--- src/rtl/exu_cfg_pkg.sv ---
package exu_cfg_pkg;

    // data path width
    localparam int XLEN = 32;

    // register file index width
    localparam int REG_ADDR_W = 5;

    // shift amount taken from the low bits of op2
    localparam int SHAMT_W = 5;

    // one quotient bit per iteration
    localparam int DIV_STEPS = XLEN;

    // iteration counter, counts 0 .. DIV_STEPS
    localparam int DIV_CNT_W = $clog2(DIV_STEPS + 1);

endpackage

--- src/rtl/exu_dec_pkg.sv ---
package exu_dec_pkg;

    localparam int GRP_W      = 3;
    localparam int DEC_INFO_W = 16;

    // number of one-hot alu ops
    localparam int ALU_OP_W = 12;

    // instruction groups
    localparam logic [GRP_W-1:0] GRP_NONE = 3'd0;
    localparam logic [GRP_W-1:0] GRP_ALU  = 3'd1;
    localparam logic [GRP_W-1:0] GRP_DIV  = 3'd2;

    // alu view, group field on top
    typedef struct packed {
        logic [GRP_W-1:0] grp;
        logic             op2_imm;
        logic             op_lui;
        logic             op_auipc;
        logic             op_add;
        logic             op_sub;
        logic             op_sll;
        logic             op_slt;
        logic             op_sltu;
        logic             op_xor;
        logic             op_srl;
        logic             op_sra;
        logic             op_or;
        logic             op_and;
    } alu_info_t;

    // division view, same group position as the alu view
    typedef struct packed {
        logic [GRP_W-1:0]              grp;
        logic                          op_div;
        logic                          op_divu;
        logic                          op_rem;
        logic                          op_remu;
        logic [DEC_INFO_W-GRP_W-5:0]   rsvd;
    } div_info_t;

    // one decoded word, read through the view its group selects
    typedef union packed {
        alu_info_t alu;
        div_info_t div;
    } dec_info_u;

    // one-hot division op, bit 3 div, bit 2 divu, bit 1 rem, bit 0 remu
    typedef logic [3:0] div_op_t;

endpackage

--- src/rtl/exu_dispatch.sv ---
`timescale 1ns/10ps

module exu_dispatch
    import exu_cfg_pkg::*;
    import exu_dec_pkg::*;
(
    input  dec_info_u             dec_info_i,
    input  logic [XLEN-1:0]       dec_imm_i,
    input  logic [XLEN-1:0]       dec_pc_i,
    input  logic [XLEN-1:0]       rs1_rdata_i,
    input  logic [XLEN-1:0]       rs2_rdata_i,
    output logic                  req_alu_o,
    output logic [XLEN-1:0]       alu_op1_o,
    output logic [XLEN-1:0]       alu_op2_o,
    output logic [ALU_OP_W-1:0]   alu_sel_o,
    output logic                  req_div_o,
    output logic [XLEN-1:0]       div_op1_o,
    output logic [XLEN-1:0]       div_op2_o,
    output div_op_t               div_op_o
);

    alu_info_t           alu_view;
    div_info_t           div_view;
    logic                is_alu;
    logic                is_div;
    logic [ALU_OP_W-1:0] alu_ops;

    assign alu_view = dec_info_i.alu;
    assign div_view = dec_info_i.div;

    // group field lines up in both views
    assign is_alu = (alu_view.grp == GRP_ALU);
    assign is_div = (div_view.grp == GRP_DIV);

    assign alu_ops = {alu_view.op_lui, alu_view.op_auipc, alu_view.op_add, alu_view.op_sub,
                      alu_view.op_sll, alu_view.op_slt,   alu_view.op_sltu, alu_view.op_xor,
                      alu_view.op_srl, alu_view.op_sra,   alu_view.op_or,  alu_view.op_and};

    assign req_alu_o = is_alu;
    assign alu_sel_o = is_alu ? alu_ops : '0;

    // operand select, lui and auipc reuse the adder
    always_comb begin
        if (alu_view.op_lui) begin
            alu_op1_o = '0;
            alu_op2_o = dec_imm_i;
        end else if (alu_view.op_auipc) begin
            alu_op1_o = dec_pc_i;
            alu_op2_o = dec_imm_i;
        end else begin
            alu_op1_o = rs1_rdata_i;
            alu_op2_o = alu_view.op2_imm ? dec_imm_i : rs2_rdata_i;
        end
    end

    // division always takes both source registers
    assign req_div_o = is_div;
    assign div_op1_o = rs1_rdata_i;
    assign div_op2_o = rs2_rdata_i;
    assign div_op_o  = is_div ? {div_view.op_div, div_view.op_divu,
                                 div_view.op_rem, div_view.op_remu} : '0;

    // decoder must hand over exactly one alu op
    always_comb begin
        if (is_alu) begin
            assert ($onehot(alu_ops))
                else $error("alu op bits not one-hot: %b", alu_ops);
        end
    end

endmodule

--- src/rtl/exu_alu.sv ---
`timescale 1ns/10ps

module exu_alu
    import exu_cfg_pkg::*;
    import exu_dec_pkg::*;
(
    input  logic                  req_alu_i,
    input  logic [XLEN-1:0]       alu_op1_i,
    input  logic [XLEN-1:0]       alu_op2_i,
    input  logic [ALU_OP_W-1:0]   alu_sel_i,
    input  logic [REG_ADDR_W-1:0] alu_rd_i,
    output logic [XLEN-1:0]       result_o,
    output logic                  reg_we_o,
    output logic [REG_ADDR_W-1:0] reg_waddr_o
);

    logic               op_lui;
    logic               op_auipc;
    logic               op_add;
    logic               op_sub;
    logic               op_sll;
    logic               op_slt;
    logic               op_sltu;
    logic               op_xor;
    logic               op_srl;
    logic               op_sra;
    logic               op_or;
    logic               op_and;
    logic [SHAMT_W-1:0] shamt;
    logic [XLEN-1:0]    sum;
    logic [XLEN-1:0]    diff;
    logic               lt_s;
    logic               lt_u;

    assign {op_lui, op_auipc, op_add, op_sub, op_sll, op_slt,
            op_sltu, op_xor, op_srl, op_sra, op_or, op_and} = alu_sel_i;

    assign shamt = alu_op2_i[SHAMT_W-1:0];

    // lui and auipc arrive with op1 already zero or pc
    assign sum  = alu_op1_i + alu_op2_i;
    assign diff = alu_op1_i - alu_op2_i;
    assign lt_s = $signed(alu_op1_i) < $signed(alu_op2_i);
    assign lt_u = alu_op1_i < alu_op2_i;

    always_comb begin
        if (op_lui || op_auipc || op_add) begin
            result_o = sum;
        end else if (op_sub) begin
            result_o = diff;
        end else if (op_sll) begin
            result_o = alu_op1_i << shamt;
        end else if (op_slt) begin
            result_o = {{(XLEN-1){1'b0}}, lt_s};
        end else if (op_sltu) begin
            result_o = {{(XLEN-1){1'b0}}, lt_u};
        end else if (op_xor) begin
            result_o = alu_op1_i ^ alu_op2_i;
        end else if (op_srl) begin
            result_o = alu_op1_i >> shamt;
        end else if (op_sra) begin
            result_o = $signed(alu_op1_i) >>> shamt;
        end else if (op_or) begin
            result_o = alu_op1_i | alu_op2_i;
        end else if (op_and) begin
            result_o = alu_op1_i & alu_op2_i;
        end else begin
            result_o = '0;
        end
    end

    assign reg_we_o    = req_alu_i;
    assign reg_waddr_o = alu_rd_i;

endmodule

--- src/rtl/exu_div_ctrl.sv ---
`timescale 1ns/10ps

module exu_div_ctrl
    import exu_cfg_pkg::*;
    import exu_dec_pkg::*;
(
    input  logic                  clk,
    input  logic                  rst_i,
    input  logic                  req_div_i,
    input  logic [XLEN-1:0]       div_op1_i,
    input  logic [XLEN-1:0]       div_op2_i,
    input  div_op_t               div_op_i,
    input  logic [REG_ADDR_W-1:0] reg_waddr_i,
    input  logic                  div_ready_i,
    input  logic                  div_busy_i,
    input  logic [XLEN-1:0]       div_result_i,
    output logic                  div_start_o,
    output logic [XLEN-1:0]       div_dividend_o,
    output logic [XLEN-1:0]       div_divisor_o,
    output div_op_t               div_op_o,
    output logic                  hold_flag_o,
    output logic [XLEN-1:0]       reg_wdata_o,
    output logic                  reg_we_o,
    output logic [REG_ADDR_W-1:0] reg_waddr_o
);

    logic                  pending_q;
    logic                  start_q;
    logic [XLEN-1:0]       dividend_q;
    logic [XLEN-1:0]       divisor_q;
    div_op_t               op_q;
    logic [REG_ADDR_W-1:0] rd_q;
    logic                  accept;

    // pending stays set through the write-back cycle,
    // so a request still on the inputs then is not taken twice
    assign accept = req_div_i && !pending_q;

    always_ff @(posedge clk) begin
        if (rst_i) begin
            pending_q <= 1'b0;
            start_q   <= 1'b0;
        end else begin
            start_q <= accept;
            if (accept) begin
                pending_q <= 1'b1;
            end else if (reg_we_o) begin
                pending_q <= 1'b0;
            end
        end
    end

    // request buffer
    always_ff @(posedge clk) begin
        if (accept) begin
            dividend_q <= div_op1_i;
            divisor_q  <= div_op2_i;
            op_q       <= div_op_i;
            rd_q       <= reg_waddr_i;
        end
    end

    assign div_start_o    = start_q;
    assign div_dividend_o = dividend_q;
    assign div_divisor_o  = divisor_q;
    assign div_op_o       = op_q;

    // stall from first sight of the request until the divider lets go
    assign hold_flag_o = accept || start_q || div_busy_i;

    assign reg_we_o    = pending_q && div_ready_i;
    assign reg_wdata_o = div_result_i;
    assign reg_waddr_o = rd_q;

    // one write-back per division
    a_we_single: assert property (@(posedge clk) disable iff (rst_i)
        reg_we_o |=> !reg_we_o)
        else $error("div write-back high for two cycles");

    // divider must be idle when a start goes out
    a_start_idle: assert property (@(posedge clk) disable iff (rst_i)
        !(div_start_o && div_busy_i))
        else $error("div start issued while divider busy");

endmodule

--- src/rtl/exu_div.sv ---
`timescale 1ns/10ps

module exu_div
    import exu_cfg_pkg::*;
    import exu_dec_pkg::*;
(
    input  logic            clk,
    input  logic            rst_i,
    input  logic            start_i,
    input  logic [XLEN-1:0] dividend_i,
    input  logic [XLEN-1:0] divisor_i,
    input  div_op_t         op_i,
    output logic [XLEN-1:0] result_o,
    output logic            ready_o,
    output logic            busy_o
);

    logic                 busy_q;
    logic                 ready_q;
    logic [DIV_CNT_W-1:0] cnt_q;
    logic [XLEN-1:0]      quot_q;
    logic [XLEN-1:0]      rem_q;
    logic [XLEN-1:0]      divisor_q;
    logic                 neg_quot_q;
    logic                 neg_rem_q;
    logic                 want_rem_q;
    logic                 div_zero_q;
    logic [XLEN-1:0]      result_q;

    logic                 signed_op;
    logic                 neg_dividend;
    logic                 neg_divisor;
    logic [XLEN-1:0]      dividend_abs;
    logic [XLEN-1:0]      divisor_abs;
    logic                 last_step;
    logic [XLEN:0]        partial;
    logic [XLEN:0]        diff;
    logic [XLEN-1:0]      quot_fix;
    logic [XLEN-1:0]      rem_fix;

    // div and rem are the signed ops
    assign signed_op    = op_i[3] || op_i[1];
    assign neg_dividend = signed_op && dividend_i[XLEN-1];
    assign neg_divisor  = signed_op && divisor_i[XLEN-1];
    assign dividend_abs = neg_dividend ? -dividend_i : dividend_i;
    assign divisor_abs  = neg_divisor ? -divisor_i : divisor_i;

    assign last_step = (cnt_q == DIV_CNT_W'(DIV_STEPS));

    // shift in the next dividend bit and try the subtract
    assign partial = {rem_q, quot_q[XLEN-1]};
    assign diff    = partial - {1'b0, divisor_q};

    // most negative / -1 needs no special case
    // the magnitude 2^(XLEN-1) comes back unchanged with a positive sign
    // by zero the remainder already equals the dividend
    assign quot_fix = div_zero_q ? '1 : (neg_quot_q ? -quot_q : quot_q);
    assign rem_fix  = neg_rem_q ? -rem_q : rem_q;

    always_ff @(posedge clk) begin
        if (rst_i) begin
            busy_q  <= 1'b0;
            ready_q <= 1'b0;
            cnt_q   <= '0;
        end else begin
            ready_q <= 1'b0;
            if (start_i) begin
                busy_q <= 1'b1;
                cnt_q  <= '0;
            end else if (busy_q) begin
                if (last_step) begin
                    busy_q  <= 1'b0;
                    ready_q <= 1'b1;
                end else begin
                    cnt_q <= cnt_q + DIV_CNT_W'(1);
                end
            end
        end
    end

    // datapath
    always_ff @(posedge clk) begin
        if (start_i) begin
            quot_q     <= dividend_abs;
            rem_q      <= '0;
            divisor_q  <= divisor_abs;
            neg_quot_q <= neg_dividend ^ neg_divisor;
            neg_rem_q  <= neg_dividend;
            want_rem_q <= op_i[1] || op_i[0];
            div_zero_q <= (divisor_i == '0);
        end else if (busy_q && !last_step) begin
            quot_q <= {quot_q[XLEN-2:0], !diff[XLEN]};
            rem_q  <= diff[XLEN] ? partial[XLEN-1:0] : diff[XLEN-1:0];
        end
    end

    always_ff @(posedge clk) begin
        if (busy_q && last_step) begin
            result_q <= want_rem_q ? rem_fix : quot_fix;
        end
    end

    assign result_o = result_q;
    assign ready_o  = ready_q;
    assign busy_o   = busy_q;

    // result only after a busy phase of exactly DIV_STEPS+1 cycles
    a_ready_after_busy: assert property (@(posedge clk) disable iff (rst_i)
        ready_o |-> $past(busy_o) && $past(busy_o, DIV_STEPS + 1)
                    && !$past(busy_o, DIV_STEPS + 2))
        else $error("div ready without a full busy phase");

endmodule

--- src/rtl/exu.sv ---
`timescale 1ns/10ps

module exu
    import exu_cfg_pkg::*;
    import exu_dec_pkg::*;
(
    input  logic                  clk,
    input  logic                  rst_i,
    input  dec_info_u             dec_info_i,
    input  logic [XLEN-1:0]       dec_imm_i,
    input  logic [XLEN-1:0]       dec_pc_i,
    input  logic [XLEN-1:0]       rs1_rdata_i,
    input  logic [XLEN-1:0]       rs2_rdata_i,
    input  logic [REG_ADDR_W-1:0] reg_waddr_i,
    output logic [XLEN-1:0]       alu_reg_wdata_o,
    output logic                  alu_reg_we_o,
    output logic [REG_ADDR_W-1:0] alu_reg_waddr_o,
    output logic [XLEN-1:0]       muldiv_reg_wdata_o,
    output logic                  muldiv_reg_we_o,
    output logic [REG_ADDR_W-1:0] muldiv_reg_waddr_o,
    output logic                  hold_flag_o
);

    // dispatch to alu
    logic                req_alu;
    logic [XLEN-1:0]     alu_op1;
    logic [XLEN-1:0]     alu_op2;
    logic [ALU_OP_W-1:0] alu_sel;

    // dispatch to div controller
    logic                req_div;
    logic [XLEN-1:0]     div_op1;
    logic [XLEN-1:0]     div_op2;
    div_op_t             div_op;

    // controller and divider
    logic                div_start;
    logic [XLEN-1:0]     div_dividend;
    logic [XLEN-1:0]     div_divisor;
    div_op_t             div_op_q;
    logic [XLEN-1:0]     div_result;
    logic                div_ready;
    logic                div_busy;

    exu_dispatch u_exu_dispatch (
        .dec_info_i (dec_info_i),
        .dec_imm_i  (dec_imm_i),
        .dec_pc_i   (dec_pc_i),
        .rs1_rdata_i(rs1_rdata_i),
        .rs2_rdata_i(rs2_rdata_i),
        .req_alu_o  (req_alu),
        .alu_op1_o  (alu_op1),
        .alu_op2_o  (alu_op2),
        .alu_sel_o  (alu_sel),
        .req_div_o  (req_div),
        .div_op1_o  (div_op1),
        .div_op2_o  (div_op2),
        .div_op_o   (div_op)
    );

    exu_alu u_alu (
        .req_alu_i  (req_alu),
        .alu_op1_i  (alu_op1),
        .alu_op2_i  (alu_op2),
        .alu_sel_i  (alu_sel),
        .alu_rd_i   (reg_waddr_i),
        .result_o   (alu_reg_wdata_o),
        .reg_we_o   (alu_reg_we_o),
        .reg_waddr_o(alu_reg_waddr_o)
    );

    exu_div_ctrl u_div_ctrl (
        .clk           (clk),
        .rst_i         (rst_i),
        .req_div_i     (req_div),
        .div_op1_i     (div_op1),
        .div_op2_i     (div_op2),
        .div_op_i      (div_op),
        .reg_waddr_i   (reg_waddr_i),
        .div_ready_i   (div_ready),
        .div_busy_i    (div_busy),
        .div_result_i  (div_result),
        .div_start_o   (div_start),
        .div_dividend_o(div_dividend),
        .div_divisor_o (div_divisor),
        .div_op_o      (div_op_q),
        .hold_flag_o   (hold_flag_o),
        .reg_wdata_o   (muldiv_reg_wdata_o),
        .reg_we_o      (muldiv_reg_we_o),
        .reg_waddr_o   (muldiv_reg_waddr_o)
    );

    exu_div u_div (
        .clk       (clk),
        .rst_i     (rst_i),
        .start_i   (div_start),
        .dividend_i(div_dividend),
        .divisor_i (div_divisor),
        .op_i      (div_op_q),
        .result_o  (div_result),
        .ready_o   (div_ready),
        .busy_o    (div_busy)
    );

endmodule

--- config.mk ---
export PLATFORM = sky130hd
export DESIGN_NAME = exu
export DESIGN_NICKNAME = d
export VERILOG_FILES = /design/src/rtl/exu_cfg_pkg.sv /design/src/rtl/exu_dec_pkg.sv /design/src/rtl/exu_dispatch.sv /design/src/rtl/exu_alu.sv /design/src/rtl/exu_div_ctrl.sv /design/src/rtl/exu_div.sv /design/src/rtl/exu.sv
export SDC_FILE = /design/constraint.sdc
export NUM_CORES = 1
export LEC_CHECK = 0
export ABC_AREA = 0
export ABC_CLOCK_PERIOD_IN_PS = 8600
export BUFFER_PORTS_ARGS = -buffer_cell sky130_fd_sc_hd__buf_2
export CAP_MARGIN = 15
export CORE_MARGIN = 4
export CORE_UTILIZATION = 35
export CTS_BUF_LIST = sky130_fd_sc_hd__clkbuf_4 sky130_fd_sc_hd__clkbuf_8
export CTS_CLUSTER_DIAMETER = 60
export CTS_CLUSTER_SIZE = 16
export DETAILED_ROUTE_END_ITERATION = 12
export GPL_TIMING_DRIVEN = 1
export HOLD_SLACK_MARGIN = 0.06
export MAX_ROUTING_LAYER = met4
export PLACE_DENSITY_LB_ADDON = 0.3
export SYNTH_ARGS = -nofsm -noshare
export SYNTH_HDL_FRONTEND = slang
export SYNTH_SLANG_ARGS = --single-unit
--- constraint.sdc ---
create_clock -name clk -period 8.6 [get_ports clk]
set_input_delay 0 -clock clk [delete_from_list [all_inputs] [get_ports clk]]
set_output_delay 0 -clock clk [all_outputs]
set_load 0.02 [all_outputs]
# == Yosys cells after proc, flatten, opt, wreduce, memory -nomap -nowiden ==
# Index checks and enable logic that the tools add are counted.
# totals
register_bits,215
input_bits,151
output_inout_bits,77
elab_cells,91
# op_classes
addsub,8
magnitude_cmp,2
n_eq_ne,3
shift,3
n_mux,31
bitwise_logic,6
n_reduce_logical,21
# op_table
operator,n
32-bit two-way mux,24
32-bit negation,4
32-bit less-than comparator,2
33-bit by 32-bit subtractor with 33-bit output,1
32-bit adder,1
32-bit AND,1
32-bit logical NOT,1
32-bit bitwise OR,1
32-bit by 5-bit left shift with 32-bit output,1
32-bit by 5-bit right shift with 32-bit output,1
32-bit by 5-bit >>> shifter with 32-bit output,1
32-bit subtractor,1
32-bit bitwise XOR,1
12-bit two-way mux,1
6-bit by 1-bit adder with 6-bit output (second input constant),1
6-bit equality test (second input constant),1
1-bit logical AND,6
1-bit logical OR,6
1-bit two-way mux,6
2-bit nonzero test,2
3-bit by 1-bit equality test with 1-bit output (second input constant),1
3-bit by 2-bit equality test with 1-bit output (second input constant),1
1-bit logical NOT,3
3-bit OR reduction,1
other kinds (4),5

# == Longest topological paths before layout ==
# Gate-level depths: netlist of run 1.
# logic_depth
ltp_word,14
depth_mapped,21
mapped_depth_nobuf,17

# == Hierarchy ==
# From an unflattened synthesis of run 1, not the netlist that was laid out.
# hier_totals
hier_cells,2769
area_unflattened_um2,23369.9
# by_module_without_submodules
mod,n_inst,cells_each,area_per_inst_um2,seq_area_each_um2
exu_div,1,1128,10044.6,3803.6
exu_alu,1,1336,9311.4,0.0
exu_div_ctrl,1,114,2513.7,2232.1
exu_dispatch,1,191,1500.2,0.0

# == Worst setup path after synthesis of run 1 ==
# Ideal clock, no wire load.
# synth_path
path_kind,in2out
from,in dec_info_i[11] (netlist bit)
to,out alu_reg_wdata_o[30]
arrival_ps,4647
required_time_ps,8600
slack_ps,3953
stages,21
n_path_buf,4
cell_sequence,buf_2 nor4b_4 nor2_4 inv_2 buf_2 buf_2 buf_2 ha_1 inv_1 fa_1 a21o_1 a21o_1 a2111oi_2 o21ai_0 nand4_1 a32oi_1 a21o_1 a21o_1 a211oi_1 nor4_1 nor4b_1
# synth_between
elab_chain_cells,12
elab_cells_between_ends,23
classes_between,2 x add/sub; 3 x shift; 13 x mux; 3 x bitwise; 2 x reduce/logical
# synth_lines
item,line,rtl
from (decl),exu.sv:9,"input dec_info_u dec_info_i,"
"parallel branches: the longest is 11 deep, another holds 32-bit two-way mux",-,
32-bit two-way mux (*),exu_alu.sv:47,if (op_lui || op_auipc || op_add) begin
to (decl),exu.sv:15,"output logic [XLEN-1:0] alu_reg_wdata_o,"
# Every way passes the cells marked *.

# == Worst setup path in the final report of run 1 ==
# layout_path
from,in dec_info_i[10] (netlist bit)
to,out alu_reg_wdata_o[31]
# layout_between
elab_chain_cells,13
elab_cells_between_ends,25
classes_between,2 x add/sub; 3 x shift; 15 x mux; 3 x bitwise; 2 x reduce/logical
# layout_lines
item,line
"parallel branches: the longest is 12 deep, another holds 32-bit two-way mux",-
32-bit two-way mux (*),exu_alu.sv:47
# Marked as above.

==> results of run 1 <==
cell type report:
class,instances,area (sq um)
Timing Repair Buffer,363,2349
Sequential cell,214,6010
Clock buffer,28,329.1
Tap cell,782,978.4
Antenna cell,4,10.01
Inverter,146,550.5
Multi-Input combinational cell,2113,14280
Clock inverter,6,80.08
Fill cell,6134,36000
kinds of logic (layout without fill, tap and decap cells):
logic type / Yosys count / after routing / synth area share [%]
buffers and inverters: 320 / 543 / 6.271
AND/OR/NAND/NOR: 782 / 782 / 16.60
XOR/XNOR: 151 / 151 / 6.143
flip-flops: 214 / 214 / 27.90
multiplexers: 200 / 200 / 9.519
other: 0 / 4 / 0
AO/OA/AOI/OAI: 842 / 842 / 25.45
adder cells (fa/ha/maj): 138 / 138 / 8.125
flip-flops by register name, summed over array words and instances (netlist names):
register                   count
u_div.result_o                32
u_div.neg_quot_q               1
u_div_ctrl.div_dividend_o     32
u_div.cnt_q                    6
u_div.want_rem_q               1
u_div.quot_q                  32
u_div_ctrl.reg_waddr_o         5
u_div_ctrl.pending_q           1
u_div_ctrl.div_divisor_o      32
u_div_ctrl.div_start_o         1
u_div_ctrl.div_op_o            3
u_div.busy_o                   1
u_div.div_zero_q               1
u_div.rem_q                   32
u_div.divisor_q               32
u_div.neg_rem_q                1
u_div.ready_o                  1
worst register-to-register path: stages (launching register included):
cell,delay [ps]
edfxtp_1,360
inv_1,100
ha_1,230
fa_1,390
nand2b_1,190
a21o_1,200
a21oi_1,390
a21o_1,280
a22o_1,250
a41oi_1,180
a31oi_1,440
xor2_4,160
buf_4,500
mux2i_1,160
a211oi_1,290
per-stage QoR:
| step | worst slack, ps | instance area [sq um] |
|---|---|---|
| floorplan | 3953 | 21530 |
| CTS | 3037 | 24550 |
| detailed placement | 3064 | 23390 |
| global route | 2614 | 24590 |
| global placement | 2841 | 23390 |
| finish | 2763 | 24590 |
cells in the final DEF (no fill, tap or decap), types with 23 or more instances in the layout:
cell / netlist / final
a21oi_1: 241 / 240
buf_2: 33 / 227
xnor2_1: 54 / 54
o31ai_1: 35 / 33
mux2i_1: 185 / 182
a21o_1: 29 / 29
ha_1: 135 / 135
nand3_1: 28 / 28
nor4_1: 23 / 23
a211oi_1: 60 / 60
nand2_1: 231 / 231
dfxtp_1: 42 / 41
xor2_1: 97 / 96
a31oi_1: 35 / 35
nor2_1: 301 / 297
dlygate4sd3_1: 0 / 75
o211ai_1: 36 / 36
inv_1: 144 / 144
a22oi_1: 47 / 47
edfxtp_1: 172 / 172
buf_4: 12 / 59
nor3_1: 46 / 46
o21ai_0: 154 / 154
o21bai_1: 23 / 23
power by group through the flow:
| stage | Combinational (mW) | Sequential [mW] | Clock [mW] |
|---|---|---|---|
| 2_1_floorplan | 1.34 | 1.33 | 0 |
| 3_3_place_gp | 1.80 | 1.42 | 0 |
| 3_5_place_dp | 1.83 | 1.42 | 0 |
| 4_1_cts | 1.87 | 1.40 | 0.673 |
| 5_1_grt | 2.06 | 1.41 | 0.718 |
| 6_report | 1.90 | 1.40 | 0.652 |
worst max path at each step:
stage	startpoint	endpoint	cells past startpoint
2_1_floorplan	dec_info_i[11]	alu_reg_wdata_o[30]	21
3_3_place_gp	dec_info_i[10]	alu_reg_wdata_o[31]	17
3_5_place_dp	dec_info_i[10]	alu_reg_wdata_o[31]	18
4_1_cts	dec_info_i[12]	alu_reg_wdata_o[31]	19
5_1_grt	dec_info_i[12]	alu_reg_wdata_o[30]	18
6_report	dec_info_i[10]	alu_reg_wdata_o[31]	18
metal layers:
layer / track usage [%] / routed length [microns] / vias up / share of wire, %
li1: - / - / 10177 / -
met1: 31.86 / 35870 / 10545 / 40
met2: 43.72 / 42430 / 940 / 48
met3: 2.107 / 4626 / 233 / 5.2
met4: 13.91 / 5794 / 0 / 6.5
met5: - / 0 / - / 0
==> flow_metrics.env, run 1 <==
export IMPL_status="finished, final reports clean"
export IMPL_cp_arrival_ps=5840
export IMPL_critPathKind="in2out"
export IMPL_worstReg2RegStart="u_div.quot_q[31]"
export IMPL_place_congestion=1.043
export IMPL_final_core_util_pct=40.58
export IMPL_setup_tns_ps=0
export IMPL_gr_usage_all_layers_pct=26.26
export IMPL_wl_microns=88720
export IMPL_grt_pass1_wl_microns=131300
export IMPL_yosys_warnings=0
export IMPL_hpwl_microns=68950
export IMPL_max_stage_delay_ps=920
export IMPL_endpoint_kind="output pin"
export IMPL_grt_setup_unrepaired="no"
export IMPL_syn_to_final_growth_pct=14.20
export IMPL_maxCapViolations=0
export IMPL_root_buffer="clkbuf_8"
export IMPL_numPortBuffers=227
export IMPL_synth_most_common_cell="nor2_1"
export IMPL_synthDistinctLibCells=96
export IMPL_cp_top_family="compound AO/OA/AOI/OAI gates"
export IMPL_hold_viol=0
export IMPL_path_max_fanout=52
export IMPL_crit_slowest_cell="o311ai_0"
export IMPL_clk_insertion_delay_late_ps=560
export IMPL_syn_cell_area_sq_um=21530
export IMPL_ys_top_cells_by_area="edfxtp_1, mux2i_1, ha_1"
export IMPL_r2r_cells=14
export IMPL_drt_pass1_iter_count=6
export IMPL_layoutNonFillerInstCount=3656
export IMPL_cts_buffer_depth=3
export IMPL_power_frac_seq_pct=35.5
export IMPL_synth_top_area_cell="edfxtp_1"
export IMPL_synth_edff_count=172
export IMPL_power_mw=3.951
export IMPL_core_area_sq_um=60580
export IMPL_wl_per_cell_microns=24.27
export IMPL_synth_ff_type="edfxtp_1"
export IMPL_skew_ps=46.88
export IMPL_r2r_slack_ps=4380
export IMPL_die_h_microns=256.0
export IMPL_path_clk_slew_ps=110
export IMPL_whs_ps=158.2
export IMPL_report_final_slew_viol_count=0
export IMPL_min_path_cells=2
export IMPL_numPlacedInstances=3541
export IMPL_ios=228
export IMPL_syn_num_nets=2936
export IMPL_yosys_top_cells_count="nor2_1, a21oi_1, nand2_1, mux2i_1, edfxtp_1"
export IMPL_hold_path_class="in2reg"
export IMPL_drc=0
export IMPL_worstHoldStart="reg_waddr_i[1]"
export IMPL_vias=21895
export IMPL_grt_overflow=0
export IMPL_die_area_sq_um=65540
export IMPL_p_comb_share_pct=48.0
export IMPL_start_util_pct=35.54
export IMPL_cts_sinks=214
export IMPL_clock_fmax_ghz=0.1713
export IMPL_antenna_found_initial=6
export IMPL_cts_resized=0
export IMPL_setup_viol_count_final=0
export IMPL_p_sw_mw=1.709
export IMPL_critPathBufInv=5
export IMPL_reg2reg_to="u_div.rem_q[30]"
export IMPL_async_reset_ff_share_pct=0
export IMPL_drt_first_iter_violations=2203
export IMPL_p_per_area_nw_per_um2=160.7
export IMPL_num_nets_final=3146
export IMPL_postCtsHoldBufs=75
export IMPL_p_sw_share_pct=43.26
export IMPL_cp_required_ps=8600
export IMPL_postCtsSetupRepairBufs=0
export IMPL_grt_pass1_vias=21088
export IMPL_timing_final_crit_share_pct=67.88
export IMPL_grt_max_degree=97
export IMPL_drive_gt1_share_pct=13.45
export IMPL_cp_cell_sequence="buf_2 > nor3_4 > mux2i_4 > buf_4 > ha_1 > inv_1 > a21oi_1 > o311ai_0 > a2111oi_0 > buf_1 > or4b_1 > a31o_2 > o41ai_2 > a31o_2 > a41oi_1 > nand4b_1 > o21ai_1 > buf_2"
export IMPL_slew_headroom_pct=19.46
export IMPL_drtAntennaViolNets=0
export IMPL_rows=90
export IMPL_synth_cells=2647
export IMPL_ys_seq_area_share_pct=27.90
export IMPL_intPower_mw=2.242
export IMPL_avgViaCountPerCell=5.989
export IMPL_tightest_slew_ps=1208
export IMPL_hold_end="u_div_ctrl.reg_waddr_o[1]"
export IMPL_cts_buffers=19
export IMPL_p_clk_share_pct=16.5
export IMPL_max_vdd_ir_drop_uv=124.5
export IMPL_period_needed_ps=5837
export IMPL_yosysTopAreaCellShare_pct=23.99
export IMPL_cts_tree="yes"
export IMPL_htreeDepth=1
export IMPL_leakagePower_nw=9.954
export IMPL_avgSynthCellArea_sq_um=8.134
export IMPL_synth_seq_cells=214
export IMPL_cp_start_kind="primary input"
export IMPL_die_x_microns=256.0
No activity file was read; power rests on OpenSTA's default activity.
==> run 2, diff against run 1 <==
Settings changed: ABC_AREA 0 to 1, ABC_CLOCK_PERIOD_IN_PS 8600 to 6100.
Clock period 8.6 ns to 6.1 ns, I/O delays scaled along.
==> flow_metrics.env, run 2 <==
export IMPL_status="finished, final reports clean"
export IMPL_synthDistinctLibCells=65
export IMPL_report_final_slew_viol_count=0
export IMPL_htreeDepth=1
export IMPL_critPathKind="in2out"
export IMPL_path_max_fanout=62
export IMPL_drive_gt1_share_pct=10.68
export IMPL_power_mw=5.740
export IMPL_layoutNonFillerInstCount=4715
export IMPL_skew_ps=22.38
export IMPL_setup_tns_ps=0
export IMPL_vias=25505
export IMPL_yosysTopAreaCellShare_pct=22.13
export IMPL_grt_pass1_vias=24218
export IMPL_layout_common_cells="nand2_1, inv_1, nand3_1"
export IMPL_synth_top_family_by_area="simple AND/OR/NAND/NOR gates"
export IMPL_tightest_slew_ps=1088
export IMPL_whs_ps=109.1
export IMPL_yosys_warnings=0
export IMPL_nFillCells=7175
export IMPL_async_reset_ff_share_pct=0
export IMPL_drt_first_iter_violations=2455
export IMPL_wl_microns=99970
export IMPL_antenna_found_initial=3
export IMPL_numPortBuffers=227
export IMPL_p_per_area_nw_per_um2=219.4
export IMPL_die_h_microns=266.2
export IMPL_root_buffer="clkbuf_8"
export IMPL_numPlacedInstances=4605
export IMPL_cp_top_family="compound AO/OA/AOI/OAI gates"
export IMPL_cts_buffers=19
export IMPL_grt_max_degree=75
export IMPL_place_congestion=1.046
export IMPL_synth_adder_area_share_pct=7.496
export IMPL_cts_sinks=214
export IMPL_ios=228
export IMPL_synth_compound_area_share_pct=18.48
export IMPL_rows=94
export IMPL_period_needed_ps=4841
export IMPL_grt_setup_unrepaired="no"
export IMPL_yosys_area_share_simple_pct=32.05
export IMPL_yosys_top_cells_count="nand2_1, inv_1, nand3_1, nor2_1, o21ai_0"
export IMPL_synth_seq_cells=214
export IMPL_cts_tree="yes"
export IMPL_final_common_cell="nand2_1"
export IMPL_critPathBufInv=4
export IMPL_syn_num_nets=3928
export IMPL_start_util_pct=35.37
export IMPL_cts_buffer_depth=3
export IMPL_synth_edff_count=172
export IMPL_ys_top_cells_by_area="edfxtp_1, nand2_1, inv_1"
export IMPL_max_stage_delay_ps=930
export IMPL_place_area_sq_um=25020
export IMPL_slew_headroom_pct=27.23
export IMPL_crit_slowest_cell="o21ai_0"
export IMPL_grt_overflow=0
export IMPL_clock_fmax_ghz=0.2066
export IMPL_endpoint_kind="output pin"
export IMPL_synth_most_common_cell="nand2_1"
export IMPL_synth_top_area_cell="edfxtp_1"
export IMPL_avgViaCountPerCell=5.409
export IMPL_synth_ff_type="edfxtp_1"
export IMPL_wl_per_cell_microns=21.20
export IMPL_core_area_sq_um=65980
export IMPL_drt_pass1_iter_count=6
export IMPL_cp_cell_sequence="dlygate4sd3_1 > buf_2 > inv_1 > nand2_8 > o21ai_0 > ha_1 > nand2_1 > o21ai_2 > a21oi_1 > o21ai_0 > a21oi_1 > o21ai_0 > nand2_1 > a21oi_1 > nor2_1 > buf_2"
export IMPL_gr_usage_all_layers_pct=28.02
export IMPL_leakagePower_nw=12.59
export IMPL_hold_path_class="in2reg"
export IMPL_syn_to_final_growth_pct=12.11
export IMPL_drtAntennaViolNets=0
export IMPL_ys_seq_area_share_pct=25.74
export IMPL_maxCapViolations=0
export IMPL_cp_required_ps=6100
export IMPL_die_x_microns=266.2
export IMPL_avgSynthCellArea_sq_um=6.413
export IMPL_muxShareOfSynthArea_pct=0.1287
export IMPL_max_vdd_ir_drop_uv=128.2
export IMPL_setup_viol_count_final=0
export IMPL_synth_cells=3639
export IMPL_cp_arrival_ps=4840
export IMPL_die_area_sq_um=70870
export IMPL_hold_viol=0
export IMPL_hpwl_microns=80620
export IMPL_clk_insertion_delay_late_ps=570
export IMPL_num_nets_final=4123
export IMPL_stdcell_area_sq_um=26160
export IMPL_path_clk_slew_ps=90
export IMPL_grt_pass1_wl_microns=149000
export IMPL_synth_xor_area_share_pct=4.504
export IMPL_timing_final_crit_share_pct=79.36
export IMPL_syn_cell_area_sq_um=23340
export IMPL_cp_start_kind="primary input"
export IMPL_drc=0
-- run 2: changes by cell type in the layout (fill, tap and decap cells not counted), moves of 19 or more --
cell / before / now
xnor2_1: 54 / 33
mux2i_1: 182 / 3
and3_1: 22 / 3
a22oi_1: 47 / 4
o21ai_0: 154 / 287
inv_1: 144 / 472
a211oi_1: 60 / 1
o21ai_1: 10 / 68
or2_2: 11 / 35
nand2_1: 231 / 933
o31ai_1: 33 / 10
nand3_1: 28 / 315
-- run 2: area by class of cell --
cell class | count | area (sq um) | share of cell area (%)
Clock inverter | 8 | 86.33 | 0.3300
Clock buffer | 26 | 320.3 | 1.224
Sequential cell | 214 | 6007 | 22.96
Tap cell | 864 | 1081 | 4.132
Timing Repair Buffer | 342 | 2180 | 8.331
Inverter | 487 | 1828 | 6.987
Antenna cell | 4 | 10.01 | 0.03826
Multi-Input combinational cell | 2770 | 14650 | 55.99
-- run 2: worst paths after layout --
kind / start / endpoint / slack (ps) / depth (start not counted)
worst max-delay path: dec_info_i[12] / alu_reg_wdata_o[13] / 1260 / 16
worst min-delay path: dec_info_i[13] / u_div_ctrl.div_op_o[0] / 110 / 4
worst max register to register: u_div.quot_q[31] / u_div.rem_q[6] / 2340 / 19
worst min register to register: u_div_ctrl.div_divisor_o[0] / u_div.divisor_q[0] / 470 / 0
-- run 2: worst reg2reg max path, delay by kind of cell (launching register included) --
| kind | cells | cell delay (ps) |
|---|---|---|
| buffers and inverters | 2 | 470 |
| flip-flops | 1 | 370 |
| adder cells (fa/ha/maj) | 2 | 620 |
| AND/OR/NAND/NOR | 11 | 1610 |
| AO/OA/AOI/OAI | 4 | 560 |
-- run 2: logic make-up after synthesis --
kind of cell | after synthesis
adder cells (fa/ha/maj) | 138
XOR/XNOR | 120
AO/OA/AOI/OAI | 775
AND/OR/NAND/NOR | 1734
buffers and inverters | 655
flip-flops | 214
multiplexers | 3
-- run 2: stage by stage --
stage,utilization (%),setup WS (ps)
after floorplan,-,2153
after global placement,37.93,1868
after detailed placement,37.93,1834
after CTS,39.63,1464
after global routing,39.64,1053
final,39.65,1259
-- run 2: timing repair --
item                       CTS  global route
hold endpoints to repair    81             0
gates resized for setup      0             0
setup endpoints to repair    0             0
buffers inserted             0             0
hold buffers                72             0
-- run 2: power by group --
group	leakage, nW	total [mW]	switching (mW)	internal [mW]
combinational	10.5	2.97	2.04	0.921
sequential	1.92	1.85	0.146	1.71
clock	0.215	0.922	0.523	0.399
total	12.6	5.74	2.71	3.03
-- run 2: layer usage --
| layer | GRT usage (%) | vias to the layer above | wire length, microns |
|---|---|---|---|
| li1 | - | 12393 | - |
| met1 | 35.49 | 11899 | 41310 |
| met2 | 46.54 | 1029 | 46970 |
| met3 | 1.976 | 184 | 6288 |
| met4 | 11.86 | 0 | 5395 |
| met5 | - | - | 0 |
